$ cat config.mk
export PLATFORM = sky130hd
export DESIGN_NAME = uart_cmd_top
export DESIGN_NICKNAME = d
export VERILOG_FILES = /design/src/verilog/uart_cmd_pkg.sv /design/src/verilog/uart_cmd_top.sv /design/src/verilog/uart_cmd_master.sv /design/src/verilog/uart_rx_frame.sv /design/src/verilog/uart_tx_frame.sv /design/src/verilog/uart_baud_cfg.sv
export SDC_FILE = /design/constraint.sdc
export NUM_CORES = 1
export LEC_CHECK = 0
export BUFFER_PORTS_ARGS = -buffer_cell sky130_fd_sc_hd__buf_2
export CORE_MARGIN = 5
export CORE_UTILIZATION = 35
export DETAILED_ROUTE_END_ITERATION = 6
export PLACE_DENSITY = 0.57
export SKIP_LAST_GASP = 1
export SLEW_MARGIN = 20
export SYNTH_ARGS = -nofsm -noshare
export SYNTH_HDL_FRONTEND = slang
export SYNTH_SLANG_ARGS = --single-unit
$ cat constraint.sdc
create_clock -name clk -period 3.6 [get_ports clk]
set_input_delay 0.36 -clock clk [delete_from_list [all_inputs] [get_ports clk]]
set_output_delay 0.36 -clock clk [all_outputs]
set_load 0.02 [all_outputs]
$ cat src/verilog/uart_cmd_pkg.sv
`default_nettype none

package uart_cmd_pkg;

  // one serial data byte
  typedef logic [7:0] byte_t;

  // remote register address
  typedef logic [6:0] addr_t;

  // clk cycles per serial bit
  typedef logic [15:0] divisor_t;

  // host command, rw = 1 for a read
  typedef struct packed {
    logic  rw;
    addr_t addr;
    byte_t data;
  } uart_cmd_t;

  typedef struct packed {
    byte_t data;
    logic  parity_err;
    logic  timeout;
  } uart_resp_t;

  typedef struct packed {
    byte_t data;
    logic  parity_err;
    logic  stop_err;
  } rx_byte_t;

  typedef enum logic [2:0] {
    idle,
    send_head,
    send_data,
    wait_reply,
    finish
  } master_state_t;

  // start, 8 data, parity, stop
  localparam int FRAME_BITS = 11;

  localparam divisor_t DIVISOR_MIN = 16'd4;

endpackage

`default_nettype wire
$ cat src/verilog/uart_cmd_top.sv
`timescale 1ns/100ps
`default_nettype none

module uart_cmd_top #(
  parameter int CLK_HZ            = 50_000_000,
  parameter int BAUD              = 115_200,
  parameter int RESP_TIMEOUT_BITS = 40
) (
  input  wire                           clk,
  input  wire                           rst_n,
  input  wire uart_cmd_pkg::uart_cmd_t  cmd,
  input  wire                           cmd_vld,
  output wire                           cmd_rdy,
  input  wire                           cfg_wr,
  input  wire uart_cmd_pkg::divisor_t   cfg_divisor,
  output wire                           tx,
  input  wire                           rx,
  output wire                           resp_vld,
  output uart_cmd_pkg::uart_resp_t      resp
);

  uart_cmd_pkg::divisor_t divisor;
  uart_cmd_pkg::byte_t    tx_byte;
  uart_cmd_pkg::rx_byte_t rx_out;
  wire                    tx_start;
  wire                    tx_done;
  wire                    rx_en;
  wire                    rx_vld;
  wire                    rx_busy;

  uart_baud_cfg #(
    .CLK_HZ (CLK_HZ),
    .BAUD   (BAUD)
  ) i_uart_baud_cfg (
    .clk         (clk),
    .rst_n       (rst_n),
    .cfg_wr      (cfg_wr),
    .cfg_divisor (cfg_divisor),
    .divisor     (divisor)
  );

  uart_cmd_master #(
    .RESP_TIMEOUT_BITS (RESP_TIMEOUT_BITS)
  ) i_uart_cmd_master (
    .clk      (clk),
    .rst_n    (rst_n),
    .cmd      (cmd),
    .cmd_vld  (cmd_vld),
    .cmd_rdy  (cmd_rdy),
    .divisor  (divisor),
    .tx_start (tx_start),
    .tx_byte  (tx_byte),
    .tx_done  (tx_done),
    .rx_en    (rx_en),
    .rx_vld   (rx_vld),
    .rx_out   (rx_out),
    .rx_busy  (rx_busy),
    .resp_vld (resp_vld),
    .resp     (resp)
  );

  uart_tx_frame i_uart_tx_frame (
    .clk      (clk),
    .rst_n    (rst_n),
    .divisor  (divisor),
    .tx_start (tx_start),
    .tx_byte  (tx_byte),
    .tx       (tx),
    .tx_done  (tx_done)
  );

  uart_rx_frame i_uart_rx_frame (
    .clk     (clk),
    .rst_n   (rst_n),
    .divisor (divisor),
    .rx      (rx),
    .rx_en   (rx_en),
    .rx_vld  (rx_vld),
    .rx_out  (rx_out),
    .rx_busy (rx_busy)
  );

endmodule

`default_nettype wire

$ cat src/verilog/uart_cmd_master.sv
`timescale 1ns/100ps
`default_nettype none

module uart_cmd_master #(
  parameter int RESP_TIMEOUT_BITS = 40
) (
  input  wire                           clk,
  input  wire                           rst_n,
  input  wire uart_cmd_pkg::uart_cmd_t  cmd,
  input  wire                           cmd_vld,
  output logic                          cmd_rdy,
  input  wire uart_cmd_pkg::divisor_t   divisor,
  output logic                          tx_start,
  output uart_cmd_pkg::byte_t           tx_byte,
  input  wire                           tx_done,
  output logic                          rx_en,
  input  wire                           rx_vld,
  input  wire uart_cmd_pkg::rx_byte_t   rx_out,
  input  wire                           rx_busy,
  output logic                          resp_vld,
  output uart_cmd_pkg::uart_resp_t      resp
);

  localparam int TMO_W = $clog2(RESP_TIMEOUT_BITS + 1);
  localparam logic [TMO_W-1:0] TMO_LAST = TMO_W'(RESP_TIMEOUT_BITS - 1);

  uart_cmd_pkg::master_state_t state;
  uart_cmd_pkg::master_state_t state_nxt;
  uart_cmd_pkg::uart_cmd_t     cmd_q;
  uart_cmd_pkg::divisor_t      tmo_cnt;
  logic [TMO_W-1:0]            tmo_bits;
  logic                        tmo_tick;
  logic                        tmo_expire;
  logic                        cmd_accept;
  logic                        data_start;

  // finish also takes the next command, so rdy rises with resp_vld
  assign cmd_rdy    = (state == uart_cmd_pkg::idle) || (state == uart_cmd_pkg::finish);
  assign cmd_accept = cmd_vld && cmd_rdy;
  assign data_start = (state == uart_cmd_pkg::send_head) && tx_done && !cmd_q.rw;
  assign tx_start   = cmd_accept || data_start;

  // head byte straight from the host port, so tx starts next cycle
  assign tx_byte = (state == uart_cmd_pkg::send_head) ? cmd_q.data : {cmd.rw, cmd.addr};

  assign rx_en    = (state == uart_cmd_pkg::wait_reply);
  assign resp_vld = (state == uart_cmd_pkg::finish);

  // reply timer, held while a reply frame is coming in
  assign tmo_tick   = rx_en && !rx_busy && (tmo_cnt == divisor - 1'b1);
  assign tmo_expire = tmo_tick && (tmo_bits == TMO_LAST);

  always_comb begin
    state_nxt = state;
    case (state)
      uart_cmd_pkg::idle,
      uart_cmd_pkg::finish: begin
        state_nxt = cmd_accept ? uart_cmd_pkg::send_head : uart_cmd_pkg::idle;
      end
      uart_cmd_pkg::send_head: begin
        if (tx_done) begin
          state_nxt = cmd_q.rw ? uart_cmd_pkg::wait_reply : uart_cmd_pkg::send_data;
        end
      end
      uart_cmd_pkg::send_data: begin
        if (tx_done) begin
          state_nxt = uart_cmd_pkg::idle;
        end
      end
      uart_cmd_pkg::wait_reply: begin
        if (rx_vld || tmo_expire) begin
          state_nxt = uart_cmd_pkg::finish;
        end
      end
      default: begin
        state_nxt = uart_cmd_pkg::idle;
      end
    endcase
  end

  always_ff @(posedge clk or negedge rst_n) begin
    if (!rst_n) begin
      state <= uart_cmd_pkg::idle;
    end else begin
      state <= state_nxt;
    end
  end

  always_ff @(posedge clk or negedge rst_n) begin
    if (!rst_n) begin
      tmo_cnt  <= '0;
      tmo_bits <= '0;
    end else if (!rx_en) begin
      tmo_cnt  <= '0;
      tmo_bits <= '0;
    end else if (!rx_busy) begin
      if (tmo_tick) begin
        tmo_cnt  <= '0;
        tmo_bits <= tmo_bits + 1'b1;
      end else begin
        tmo_cnt <= tmo_cnt + 1'b1;
      end
    end
  end

  always_ff @(posedge clk) begin
    if (cmd_accept) begin
      cmd_q <= cmd;
    end
    if (rx_en && rx_vld) begin
      resp.data       <= rx_out.data;
      resp.parity_err <= rx_out.parity_err || rx_out.stop_err;
      resp.timeout    <= 1'b0;
    end else if (tmo_expire) begin
      resp.data       <= '0;
      resp.parity_err <= 1'b0;
      resp.timeout    <= 1'b1;
    end
  end

endmodule

`default_nettype wire

$ cat src/verilog/uart_rx_frame.sv
`timescale 1ns/100ps
`default_nettype none

module uart_rx_frame (
  input  wire                          clk,
  input  wire                          rst_n,
  input  wire uart_cmd_pkg::divisor_t  divisor,
  input  wire                          rx,
  input  wire                          rx_en,
  output logic                         rx_vld,
  output uart_cmd_pkg::rx_byte_t       rx_out,
  output logic                         rx_busy
);

  localparam logic [3:0] LAST_BIT   = 4'(uart_cmd_pkg::FRAME_BITS - 1);
  localparam logic [3:0] PARITY_BIT = 4'(uart_cmd_pkg::FRAME_BITS - 2);

  logic                   rx_s1;
  logic                   rx_s2;
  logic                   rx_s3;
  logic                   fall;
  logic [3:0]             bit_cnt;
  uart_cmd_pkg::divisor_t baud_cnt;
  uart_cmd_pkg::divisor_t div_q;
  uart_cmd_pkg::byte_t    shift;
  logic                   par_bit;
  logic                   mid_bit;
  logic                   bit_end;

  assign fall    = rx_s3 && !rx_s2;
  assign mid_bit = rx_busy && (baud_cnt == (div_q >> 1));
  assign bit_end = (baud_cnt == div_q - 1'b1);

  // two-flop synchronizer plus one stage for edge detect
  always_ff @(posedge clk or negedge rst_n) begin
    if (!rst_n) begin
      rx_s1 <= 1'b1;
      rx_s2 <= 1'b1;
      rx_s3 <= 1'b1;
    end else begin
      rx_s1 <= rx;
      rx_s2 <= rx_s1;
      rx_s3 <= rx_s2;
    end
  end

  always_ff @(posedge clk or negedge rst_n) begin
    if (!rst_n) begin
      rx_busy  <= 1'b0;
      rx_vld   <= 1'b0;
      baud_cnt <= '0;
      bit_cnt  <= '0;
    end else begin
      rx_vld <= 1'b0;
      if (!rx_busy) begin
        if (rx_en && fall) begin
          rx_busy  <= 1'b1;
          baud_cnt <= '0;
          bit_cnt  <= '0;
        end
      end else if (mid_bit && bit_cnt == '0 && rx_s2) begin
        // glitch, start bit gone by mid-bit
        rx_busy <= 1'b0;
      end else begin
        if (mid_bit && bit_cnt == LAST_BIT) begin
          rx_vld <= 1'b1;
        end
        if (bit_end) begin
          baud_cnt <= '0;
          if (bit_cnt == LAST_BIT) begin
            rx_busy <= 1'b0;
          end else begin
            bit_cnt <= bit_cnt + 1'b1;
          end
        end else begin
          baud_cnt <= baud_cnt + 1'b1;
        end
      end
    end
  end

  always_ff @(posedge clk) begin
    if (!rx_busy && rx_en && fall) begin
      div_q <= divisor;
    end
    if (mid_bit && bit_cnt != '0 && bit_cnt < PARITY_BIT) begin
      shift <= {rx_s2, shift[7:1]};
    end
    if (mid_bit && bit_cnt == PARITY_BIT) begin
      par_bit <= rx_s2;
    end
    // odd parity over data and parity bit must come out 1
    if (mid_bit && bit_cnt == LAST_BIT) begin
      rx_out.data       <= shift;
      rx_out.parity_err <= ~(^{par_bit, shift});
      rx_out.stop_err   <= ~rx_s2;
    end
  end

endmodule

`default_nettype wire

$ cat src/verilog/uart_tx_frame.sv
`timescale 1ns/100ps
`default_nettype none

module uart_tx_frame (
  input  wire                          clk,
  input  wire                          rst_n,
  input  wire uart_cmd_pkg::divisor_t  divisor,
  input  wire                          tx_start,
  input  wire uart_cmd_pkg::byte_t     tx_byte,
  output logic                         tx,
  output logic                         tx_done
);

  localparam logic [3:0] LAST_BIT = 4'(uart_cmd_pkg::FRAME_BITS - 1);

  logic                   busy;
  logic [3:0]             bit_cnt;
  uart_cmd_pkg::divisor_t baud_cnt;
  uart_cmd_pkg::divisor_t div_q;
  // stop, parity and data still to go, LSB next
  logic [9:0]             shift;
  logic                   bit_end;
  logic                   start_ok;

  assign bit_end  = (baud_cnt == div_q - 1'b1);
  assign tx_done  = busy && bit_end && (bit_cnt == LAST_BIT);

  // a new frame may follow directly on the last stop cycle
  assign start_ok = tx_start && (!busy || tx_done);

  always_ff @(posedge clk or negedge rst_n) begin
    if (!rst_n) begin
      busy     <= 1'b0;
      tx       <= 1'b1;
      baud_cnt <= '0;
      bit_cnt  <= '0;
    end else if (start_ok) begin
      busy     <= 1'b1;
      tx       <= 1'b0;
      baud_cnt <= '0;
      bit_cnt  <= '0;
    end else if (busy) begin
      if (bit_end) begin
        baud_cnt <= '0;
        if (bit_cnt == LAST_BIT) begin
          busy <= 1'b0;
          tx   <= 1'b1;
        end else begin
          bit_cnt <= bit_cnt + 1'b1;
          tx      <= shift[0];
        end
      end else begin
        baud_cnt <= baud_cnt + 1'b1;
      end
    end
  end

  // odd parity: ~^ gives 1 when data has an even count of ones
  always_ff @(posedge clk) begin
    if (start_ok) begin
      shift <= {1'b1, ~^tx_byte, tx_byte};
      div_q <= divisor;
    end else if (busy && bit_end) begin
      shift <= {1'b1, shift[9:1]};
    end
  end

endmodule

`default_nettype wire

$ cat src/verilog/uart_baud_cfg.sv
`timescale 1ns/100ps
`default_nettype none

module uart_baud_cfg #(
  parameter int CLK_HZ = 50_000_000,
  parameter int BAUD   = 115_200
) (
  input  wire                          clk,
  input  wire                          rst_n,
  input  wire                          cfg_wr,
  input  wire uart_cmd_pkg::divisor_t  cfg_divisor,
  output uart_cmd_pkg::divisor_t       divisor
);

  localparam uart_cmd_pkg::divisor_t DIV_CALC = uart_cmd_pkg::divisor_t'(CLK_HZ / BAUD);

  // reset value kept inside the legal range as well
  localparam uart_cmd_pkg::divisor_t DIV_RESET =
    (DIV_CALC < uart_cmd_pkg::DIVISOR_MIN) ? uart_cmd_pkg::DIVISOR_MIN : DIV_CALC;

  uart_cmd_pkg::divisor_t div_clamped;

  // too small a bit period cannot be sampled mid-bit
  always_comb begin
    if (cfg_divisor < uart_cmd_pkg::DIVISOR_MIN) begin
      div_clamped = uart_cmd_pkg::DIVISOR_MIN;
    end else begin
      div_clamped = cfg_divisor;
    end
  end

  always_ff @(posedge clk or negedge rst_n) begin
    if (!rst_n) begin
      divisor <= DIV_RESET;
    end else if (cfg_wr) begin
      divisor <= div_clamped;
    end
  end

endmodule

`default_nettype wire

==> impl_summary.log, run 1 <==
INFO  metric globalplace.congestion = between 0.8 and 0.9
INFO  metric antenna_cells = 0
INFO  metric portBuffers = 49
INFO  metric layout_common_cells = sky130_fd_sc_hd__dfrtp_1 (79), sky130_fd_sc_hd__edfxtp_1 (78), sky130_fd_sc_hd__nor2_1 (68), sky130_fd_sc_hd__xnor2_1 (68), sky130_fd_sc_hd__xor2_1 (61)
INFO  metric worst_ep_required_time = between 3 and 4 ns
INFO  metric static-leakage-power = between 4 and 5 nW
INFO  metric grt_usage = around 14%
INFO  metric met3_length = 959 um
INFO  metric initial_core_util = a little over a third
INFO  metric rsz0062_at_grt = false
INFO  metric clock_tree_buffer_depth = 2
INFO  metric worst-path-buf-inv = 1
INFO  metric finalNetCount = around 950
INFO  metric dp_slack = approximately 0.24 ns
INFO  metric met2RoutedLength = roughly 9100 um
INFO  metric maxCapViolations = 0
INFO  metric placementRows = between 50 and 60
INFO  metric critPathMaxStageDelay = ~0.55 ns
INFO  metric worst_slew_margin_rel = a little under two fifths
INFO  metric timing_worst_setup_path_type = register to register
INFO  metric wirelength = slightly above 20000 um
INFO  metric drt_first_iter_violations = roughly 390
INFO  metric fp.dieH = ~170 um
INFO  metric layout_setup_ws = 0.2490 ns
INFO  metric cp_data_arrival_time = between 3 and 4 ns
INFO  metric synth-edff-count = 78
INFO  metric synth_async_sr_flop_share = around 53%
INFO  metric worst_path_dominant_cell_family = simple AND/OR/NAND/NOR gates
INFO  metric final_common_cell = sky130_fd_sc_hd__dfrtp_1
INFO  metric first_pass_grt_wire_length = 33620 um
INFO  metric drt-pass1-iter-count = 5
INFO  metric area.growth.synth_to_final = 14.84%
INFO  metric finalSetupViolations = 0
INFO  metric tightestPinTransition = 0.9408 ns
INFO  metric antenna_left = 0
INFO  metric cts.clk_slew.worst_paths = 0.08 ns
INFO  metric critical_path.cell_chain = inv_1 -> ha_1 -> or4b_4 -> nor3_4 -> xnor2_1 -> or4_4 -> nor4_4 -> a21o_4 -> nand4_2 -> mux2_4
INFO  metric numClockSinks = between 150 and 200
INFO  metric cts.root.buffer_cell = sky130_fd_sc_hd__clkbuf_16
INFO  metric cts.htree.levels = 4
INFO  metric finalCritPeriodShare = about 93%
INFO  metric timing.reg2reg.setup_slack = 0.25 ns
INFO  metric synth.avg_cell_area = between 10 and 15 um^2
INFO  metric total_negative_setup_slacks = 0 ns
INFO  metric numCtsBuffers = 17
INFO  metric place.detailed.hpwl = ~15000 um
INFO  metric post_route_cells_drive_above_1_share = 19.19%
INFO  metric setup.worst_path.end_class = register
INFO  metric clock_insertion_delay_worst_skew = between 0.4 and 0.5 ns
INFO  metric synth_top_flop_cell = sky130_fd_sc_hd__dfrtp_1
INFO  metric clock_skew = between 0.01 and 0.015 ns
INFO  metric routed_wire_length_per_instance = 16.26 um
INFO  metric status = finished, final reports clean
INFO  metric synth.yosys.warnings = 0
INFO  metric die_x = ~170 um
INFO  metric die_area = 29500 um^2
INFO  metric power_per_cell_area = 383.3 nW/um^2
INFO  metric hp_class = primary input to async pin
INFO  metric detail_route.drc_violations = 0
INFO  metric vias_per_cell = 5.109
INFO  metric grt_max_degree = 70
INFO  metric via_count = 6396
INFO  metric yosys_register_bits = between 150 and 200
INFO  metric routed.top_layer = met4
INFO  metric ioPinCount = 50
INFO  metric synth_seq_area_share = between 40% and 50%
INFO  metric synthCells = 835
INFO  metric synth.net_count = about 890
INFO  metric ir_worst_vdd = 0.2810 mV
INFO  metric worst_setup_path_start_kind = register
INFO  metric worst_r2r_startpoint = i_uart_rx_frame.div_q[0]
INFO  metric antenna_found_initial = 0
INFO  metric largest_fanout_of_any_net_on_the_critical_path = 7
INFO  metric cpMaxStageDelayCell = sky130_fd_sc_hd__or4_4
INFO  metric grt_overflow_total = 0
INFO  metric post_synth_num_cell_types = 88
INFO  metric floorplan.core_area = about 26000 um^2
INFO  metric wl_met1 = 10000 um
INFO  metric hold_ws = 0.06845 ns
INFO  metric final.fill_count = between 2k and 3k
INFO  metric clock_tree_from_tritoncts = yes
INFO  metric timing.final.hold_violations = 0
INFO  metric max_freq = slightly below 300 MHz
INFO  metric max_slew_violation_total_from_the_final_report = 0
INFO  metric worstSetupStartpoint = i_uart_rx_frame.div_q[0]
INFO  metric grt_pass1_vias = roughly 6.3k
INFO  metric fin_crit_period = 3.351 ns
INFO  metric syn_area = about 9200 um^2
## kinds of logic (layout without fill, tap and decap cells)
group                    after synthesis  after routing  synth area share, %
AO/OA/AOI/OAI                        113            113                8.691
flip-flops                           167            167                49.97
XOR/XNOR                             129            129                12.34
adder cells (fa/ha/maj)               13             13                1.776
multiplexers                          42             42                5.138
AND/OR/NAND/NOR                      319            319                19.49
buffers and inverters                 52            134                2.596
## Yosys cell counts, types with 3 or more instances
cell	n	area share [%]
sky130_fd_sc_hd__or3_1	8	0.55
sky130_fd_sc_hd__clkbuf_1	18	0.74
sky130_fd_sc_hd__nand3_1	32	1.7
sky130_fd_sc_hd__xnor2_1	68	6.5
sky130_fd_sc_hd__a21o_1	6	0.49
sky130_fd_sc_hd__nand3b_1	4	0.33
sky130_fd_sc_hd__nor2_1	68	2.8
sky130_fd_sc_hd__nand4_1	14	0.96
sky130_fd_sc_hd__mux2_2	31	3.8
sky130_fd_sc_hd__and2_1	3	0.20
sky130_fd_sc_hd__a22o_1	5	0.48
sky130_fd_sc_hd__inv_1	22	0.90
sky130_fd_sc_hd__o21ai_0	18	0.98
sky130_fd_sc_hd__a21oi_1	19	1.0
sky130_fd_sc_hd__buf_2	4	0.22
sky130_fd_sc_hd__o22ai_1	5	0.34
sky130_fd_sc_hd__and4_1	4	0.38
sky130_fd_sc_hd__and3_1	20	1.4
sky130_fd_sc_hd__nand2_1	50	2.0
sky130_fd_sc_hd__o31ai_1	4	0.33
sky130_fd_sc_hd__nor3_1	20	1.1
sky130_fd_sc_hd__a31oi_1	12	0.82
sky130_fd_sc_hd__nor3b_1	5	0.41
sky130_fd_sc_hd__mux2i_1	8	0.87
sky130_fd_sc_hd__buf_4	3	0.25
sky130_fd_sc_hd__ha_1	13	1.8
sky130_fd_sc_hd__o21a_1	3	0.25
sky130_fd_sc_hd__nor4_1	19	1.3
sky130_fd_sc_hd__xor2_1	61	5.8
sky130_fd_sc_hd__o211ai_1	7	0.57
sky130_fd_sc_hd__dfstp_2	9	2.6
sky130_fd_sc_hd__nor4b_1	4	0.38
sky130_fd_sc_hd__nand2b_1	25	1.7
sky130_fd_sc_hd__or2_2	5	0.34
sky130_fd_sc_hd__nor2b_1	6	0.41
sky130_fd_sc_hd__edfxtp_1	78	26
sky130_fd_sc_hd__or4_1	11	0.90
sky130_fd_sc_hd__dfrtp_1	79	22
sky130_fd_sc_hd__a41oi_1	4	0.38
## state kept, by name, indices dropped and copies added, names as in the netlist, 3 cells and up
name                        flops
i_uart_cmd_master.state         3
i_uart_tx_frame.shift           9
i_uart_rx_frame.div_q          16
i_uart_rx_frame.bit_cnt         4
i_uart_cmd_master.cmd_q         9
i_uart_tx_frame.div_q          16
i_uart_cmd_master.tmo_bits      6
i_uart_rx_frame.rx_out         10
i_uart_tx_frame.baud_cnt       16
i_uart_rx_frame.shift           8
i_uart_tx_frame.bit_cnt         4
i_uart_baud_cfg.divisor        16
i_uart_cmd_master.resp         10
i_uart_cmd_master.tmo_cnt      16
i_uart_rx_frame.baud_cnt       16
## path summary, 6_finish.rpt
| path | end | cells past startpoint |
|---|---|---|
| setup / recovery | i_uart_rx_frame.bit_cnt[3] | 10 |
| hold / removal | i_uart_rx_frame.baud_cnt[12] | 1 |
| setup reg to reg | i_uart_rx_frame.bit_cnt[3] | 10 |
| hold reg to reg | i_uart_rx_frame.rx_s2 | 0 |
| max in group asynchronous | i_uart_rx_frame.rx_s2 | 2 |
| min in group clk | i_uart_cmd_master.cmd_q[3] | 1 |
## power by group
| part | total (mW) | switching (mW) | internal [mW] |
|---|---|---|---|
| registers | 2.05 | 0.0310 | 2.02 |
| logic | 0.170 | 0.0930 | 0.0771 |
| clock network | 1.81 | 0.881 | 0.927 |
## metal layers
layer  global-route usage (%)  up-vias
met5                        0        -
met3                    3.080       20
met4                    3.657        0
met1                    20.78     3059
met2                    21.87      133
li1                         -     3184
## cell type report
class	count	area [um^2]	area share, %
Sequential cell	167	4576	43.51
Multi-Input combinational cell	616	4360	41.47
Timing Repair Buffer	80	495.5	4.712
Clock buffer	17	425.4	4.046
Tap cell	335	419.2	3.986
Clock inverter	15	156.4	1.487
Inverter	22	82.58	0.7853
## per-stage QoR
stage | cell area [um^2] | power (mW) | std cells | util [%]
5_1_grt | 10520 | 4.178 | 1252 | 40.58
6_report | 10520 | 4.030 | 1252 | 40.58
3_3_place_gp | 9899 | 2.261 | 1218 | 38.21
4_1_cts | 10490 | 4.078 | 1251 | 40.49
3_5_place_dp | 9899 | 2.263 | 1218 | 38.21
2_1_floorplan | 9156 | 2.168 | 835 | -
## timing repair
| action | 4_1_cts | 5_1_grt |
|---|---|---|
| setup endpoints to repair | 0 | 33 |
| hold buffers | 1 | 0 |
| hold endpoints to repair | 1 | 0 |
| resized for setup | 0 | 1 |
| setup buffers | 0 | 1 |
Power figures use the tool's default switching activity.
==> run 2, diff against run 1 <==
- CELL_PAD_IN_SITES_DETAIL_PLACEMENT: not set -> 0
- CELL_PAD_IN_SITES_GLOBAL_PLACEMENT: not set -> 1
- PLACE_DENSITY: 0.57 -> 0.67
==> impl_summary.log, run 2 (synthesized netlist as in run 1, its figures left out) <==
INFO  metric die_area = between 20000 and 30000 um^2
INFO  metric antenna_found_initial = 0
INFO  metric tightestPinTransition = between 0.9 and 1 ns
INFO  metric design_area = 10510 um^2
INFO  metric placed_area = approximately 9900 um^2
INFO  metric finalNetCount = ~950
INFO  metric grt_usage = between 10% and 20%
INFO  metric power.internal = around 3.0 mW
INFO  metric grt_max_degree = a little over 70
INFO  metric reg2reg_depth = 10
INFO  metric wirelength = approximately 21000 um
INFO  metric worst_ep_required_time = a little under 4 ns
INFO  metric antenna_cells = 0
INFO  metric worst_setup_path_start_kind = register
INFO  metric clock_insertion_delay_worst_skew = between 0.4 and 0.5 ns
INFO  metric drt_first_iter_violations = 358
INFO  metric finalSetupViolations = 0
INFO  metric globalplace.congestion = roughly 0.81
INFO  metric numCtsBuffers = 17
INFO  metric layout_setup_ws = 0.2021 ns
INFO  metric fin_crit_period = between 3 and 4 ns
INFO  metric initial_core_util = ~35%
INFO  metric max_slew_violation_total_from_the_final_report = 0
INFO  metric cp_data_arrival_time = 3.72 ns
INFO  metric antenna_left = 0
INFO  metric placementRows = just under 60
INFO  metric postCtsSetupRepairBufs = 0
INFO  metric detail_route.drc_violations = 0
INFO  metric timing.final.hold_violations = 0
INFO  metric cts.root.buffer_cell = sky130_fd_sc_hd__clkbuf_16
INFO  metric finalCritPeriodShare = 94.39%
INFO  metric power_frac_clock = 45.5%
INFO  metric rsz0062_at_grt = false
INFO  metric floorplan.core_area = 25910 um^2
INFO  metric power.net_switching = between 1 and 1.5 mW
INFO  metric ioPinCount = 50
INFO  metric final_common_cell = sky130_fd_sc_hd__dfrtp_1
INFO  metric ir_worst_vdd = 0.2496 mV
INFO  metric hp_class = primary input to async pin
INFO  metric clock_tree_from_tritoncts = yes
INFO  metric timing.reg2reg.setup_slack = between 0.2 and 0.25 ns
INFO  metric routed_wire_length_per_instance = between 15 and 20 um
INFO  metric post_route_cells_drive_above_1_share = 18.91%
INFO  metric seqPwrFrac = between 50% and 60%
INFO  metric clock_skew = between 0.01 and 0.015 ns
INFO  metric via_count = between 6k and 7k
INFO  metric place.detailed.hpwl = about 15000 um
INFO  metric pwr-share-comb = under 10%
INFO  metric worst_slew_margin_rel = 36.22%
INFO  metric cts.htree.levels = 4
INFO  metric area.growth.synth_to_final = 14.73%
INFO  metric dp_slack = 0.2179 ns
INFO  metric maxCapViolations = 0
INFO  metric numClockSinks = approximately 170
INFO  metric first_pass_grt_wire_length = ~34000 um
INFO  metric portBuffers = between 40 and 50
INFO  metric grt_overflow_total = 0
INFO  metric drt-pass1-iter-count = 4
INFO  metric worst_r2r_startpoint = i_uart_rx_frame.div_q[0]
INFO  metric timing.rr.end = i_uart_rx_frame.bit_cnt[3]
INFO  metric fin_util = 40.54%
INFO  metric fp.dieH = around 170 um
INFO  metric static-leakage-power = around 4.1 nW
INFO  metric grt_pass1_vias = ~6.4k
INFO  metric cts.clk_slew.worst_paths = approximately 0.080 ns
INFO  metric total_negative_setup_slacks = 0 ns
INFO  metric max_freq = roughly 290 MHz
INFO  metric setup.worst_path.end_class = register
INFO  metric largest_fanout_of_any_net_on_the_critical_path = 7
INFO  metric status = finished, final reports clean
INFO  metric layout_common_cells = sky130_fd_sc_hd__dfrtp_1 (79), sky130_fd_sc_hd__edfxtp_1 (78), sky130_fd_sc_hd__nor2_1 (68), sky130_fd_sc_hd__xnor2_1 (68), sky130_fd_sc_hd__xor2_1 (61)
INFO  metric clock_tree_buffer_depth = 2
INFO  metric power.share.switching = about a quarter
INFO  metric power_per_cell_area = ~390 nW/um^2
INFO  metric die_x = between 150 and 200 um
INFO  metric timing_worst_setup_path_type = register to register
INFO  metric vias_per_cell = around 5
[run 2: area by class of cell]
class | instances | area (um^2)
clock buffer | 17 | 425.4
clock inverter | 15 | 177.7
fill | 2520 | 15410
inverter | 22 | 82.58
multi-input combinational | 616 | 4357
sequential | 167 | 4576
tap | 335 | 419.2
timing repair buffer | 78 | 467.9
[run 2: power by group through the flow]
stage | Sequential, mW | Clock [mW] | Combinational [mW]
finish | 2.05 | 1.85 | 0.163
CTS | 2.06 | 1.90 | 0.167
floorplan | 2.08 | 0 | 0.0860
global route | 2.06 | 1.98 | 0.184
global placement | 2.10 | 0 | 0.164
detailed placement | 2.09 | 0 | 0.166
[run 2: how the worst max path moves through the flow]
stage	startpoint	to	slack, ns	depth (start not counted)
after detailed placement	i_uart_rx_frame.div_q[0]	i_uart_rx_frame.bit_cnt[3]	0.22	10
after floorplan	i_uart_cmd_master.state[2]	i_uart_rx_frame.baud_cnt[14]	0.17	8
after CTS	i_uart_rx_frame.div_q[0]	i_uart_rx_frame.bit_cnt[3]	0.22	10
final	i_uart_rx_frame.div_q[0]	i_uart_rx_frame.bit_cnt[3]	0.20	10
after global routing	i_uart_tx_frame.div_q[0]	i_uart_tx_frame.div_q[6]	0.005	10
after global placement	i_uart_baud_cfg.divisor[1]	i_uart_cmd_master.resp[9]	0.24	10
[run 2: routing by layer]
| layer | global-route usage [%] | share of wire, % | vias up | routed length, um |
|---|---|---|---|---|
| li1 | - | - | 3171 | - |
| met1 | 20.71 | 50 | 3086 | 10300 |
| met2 | 22.43 | 45 | 100 | 9198 |
| met3 | 2.643 | 3.9 | 25 | 811 |
| met4 | 4.340 | 1.5 | 0 | 314 |
| met5 | 0 | 0 | - | 0 |
[run 2: critical path, cell delays in order, from the launching register on]
cell	delay, ns
sky130_fd_sc_hd__edfxtp_1	0.45
sky130_fd_sc_hd__inv_1	0.09
sky130_fd_sc_hd__ha_1	0.28
sky130_fd_sc_hd__or4b_4	0.54
sky130_fd_sc_hd__nor2_1	0.12
sky130_fd_sc_hd__a31oi_1	0.11
sky130_fd_sc_hd__or4_1	0.59
sky130_fd_sc_hd__nor4_4	0.46
sky130_fd_sc_hd__a21o_4	0.21
sky130_fd_sc_hd__nand4_2	0.12
sky130_fd_sc_hd__mux2_4	0.32
[run 2: through the flow]
stage               hold WS [ns]  total power [mW]  instances
finish                   0.06962             4.068       1250
detailed placement        0.3478             2.260       1217
CTS                      0.06729             4.123       1250
global route             0.06801             4.218       1250
global placement          0.3468             2.260       1217
floorplan                0.06441             2.168        835
[run 2: timing repair]
item	in CTS	in global routing
hold buffers	1	0
gates resized for setup	0	0
hold endpoints to repair	1	0
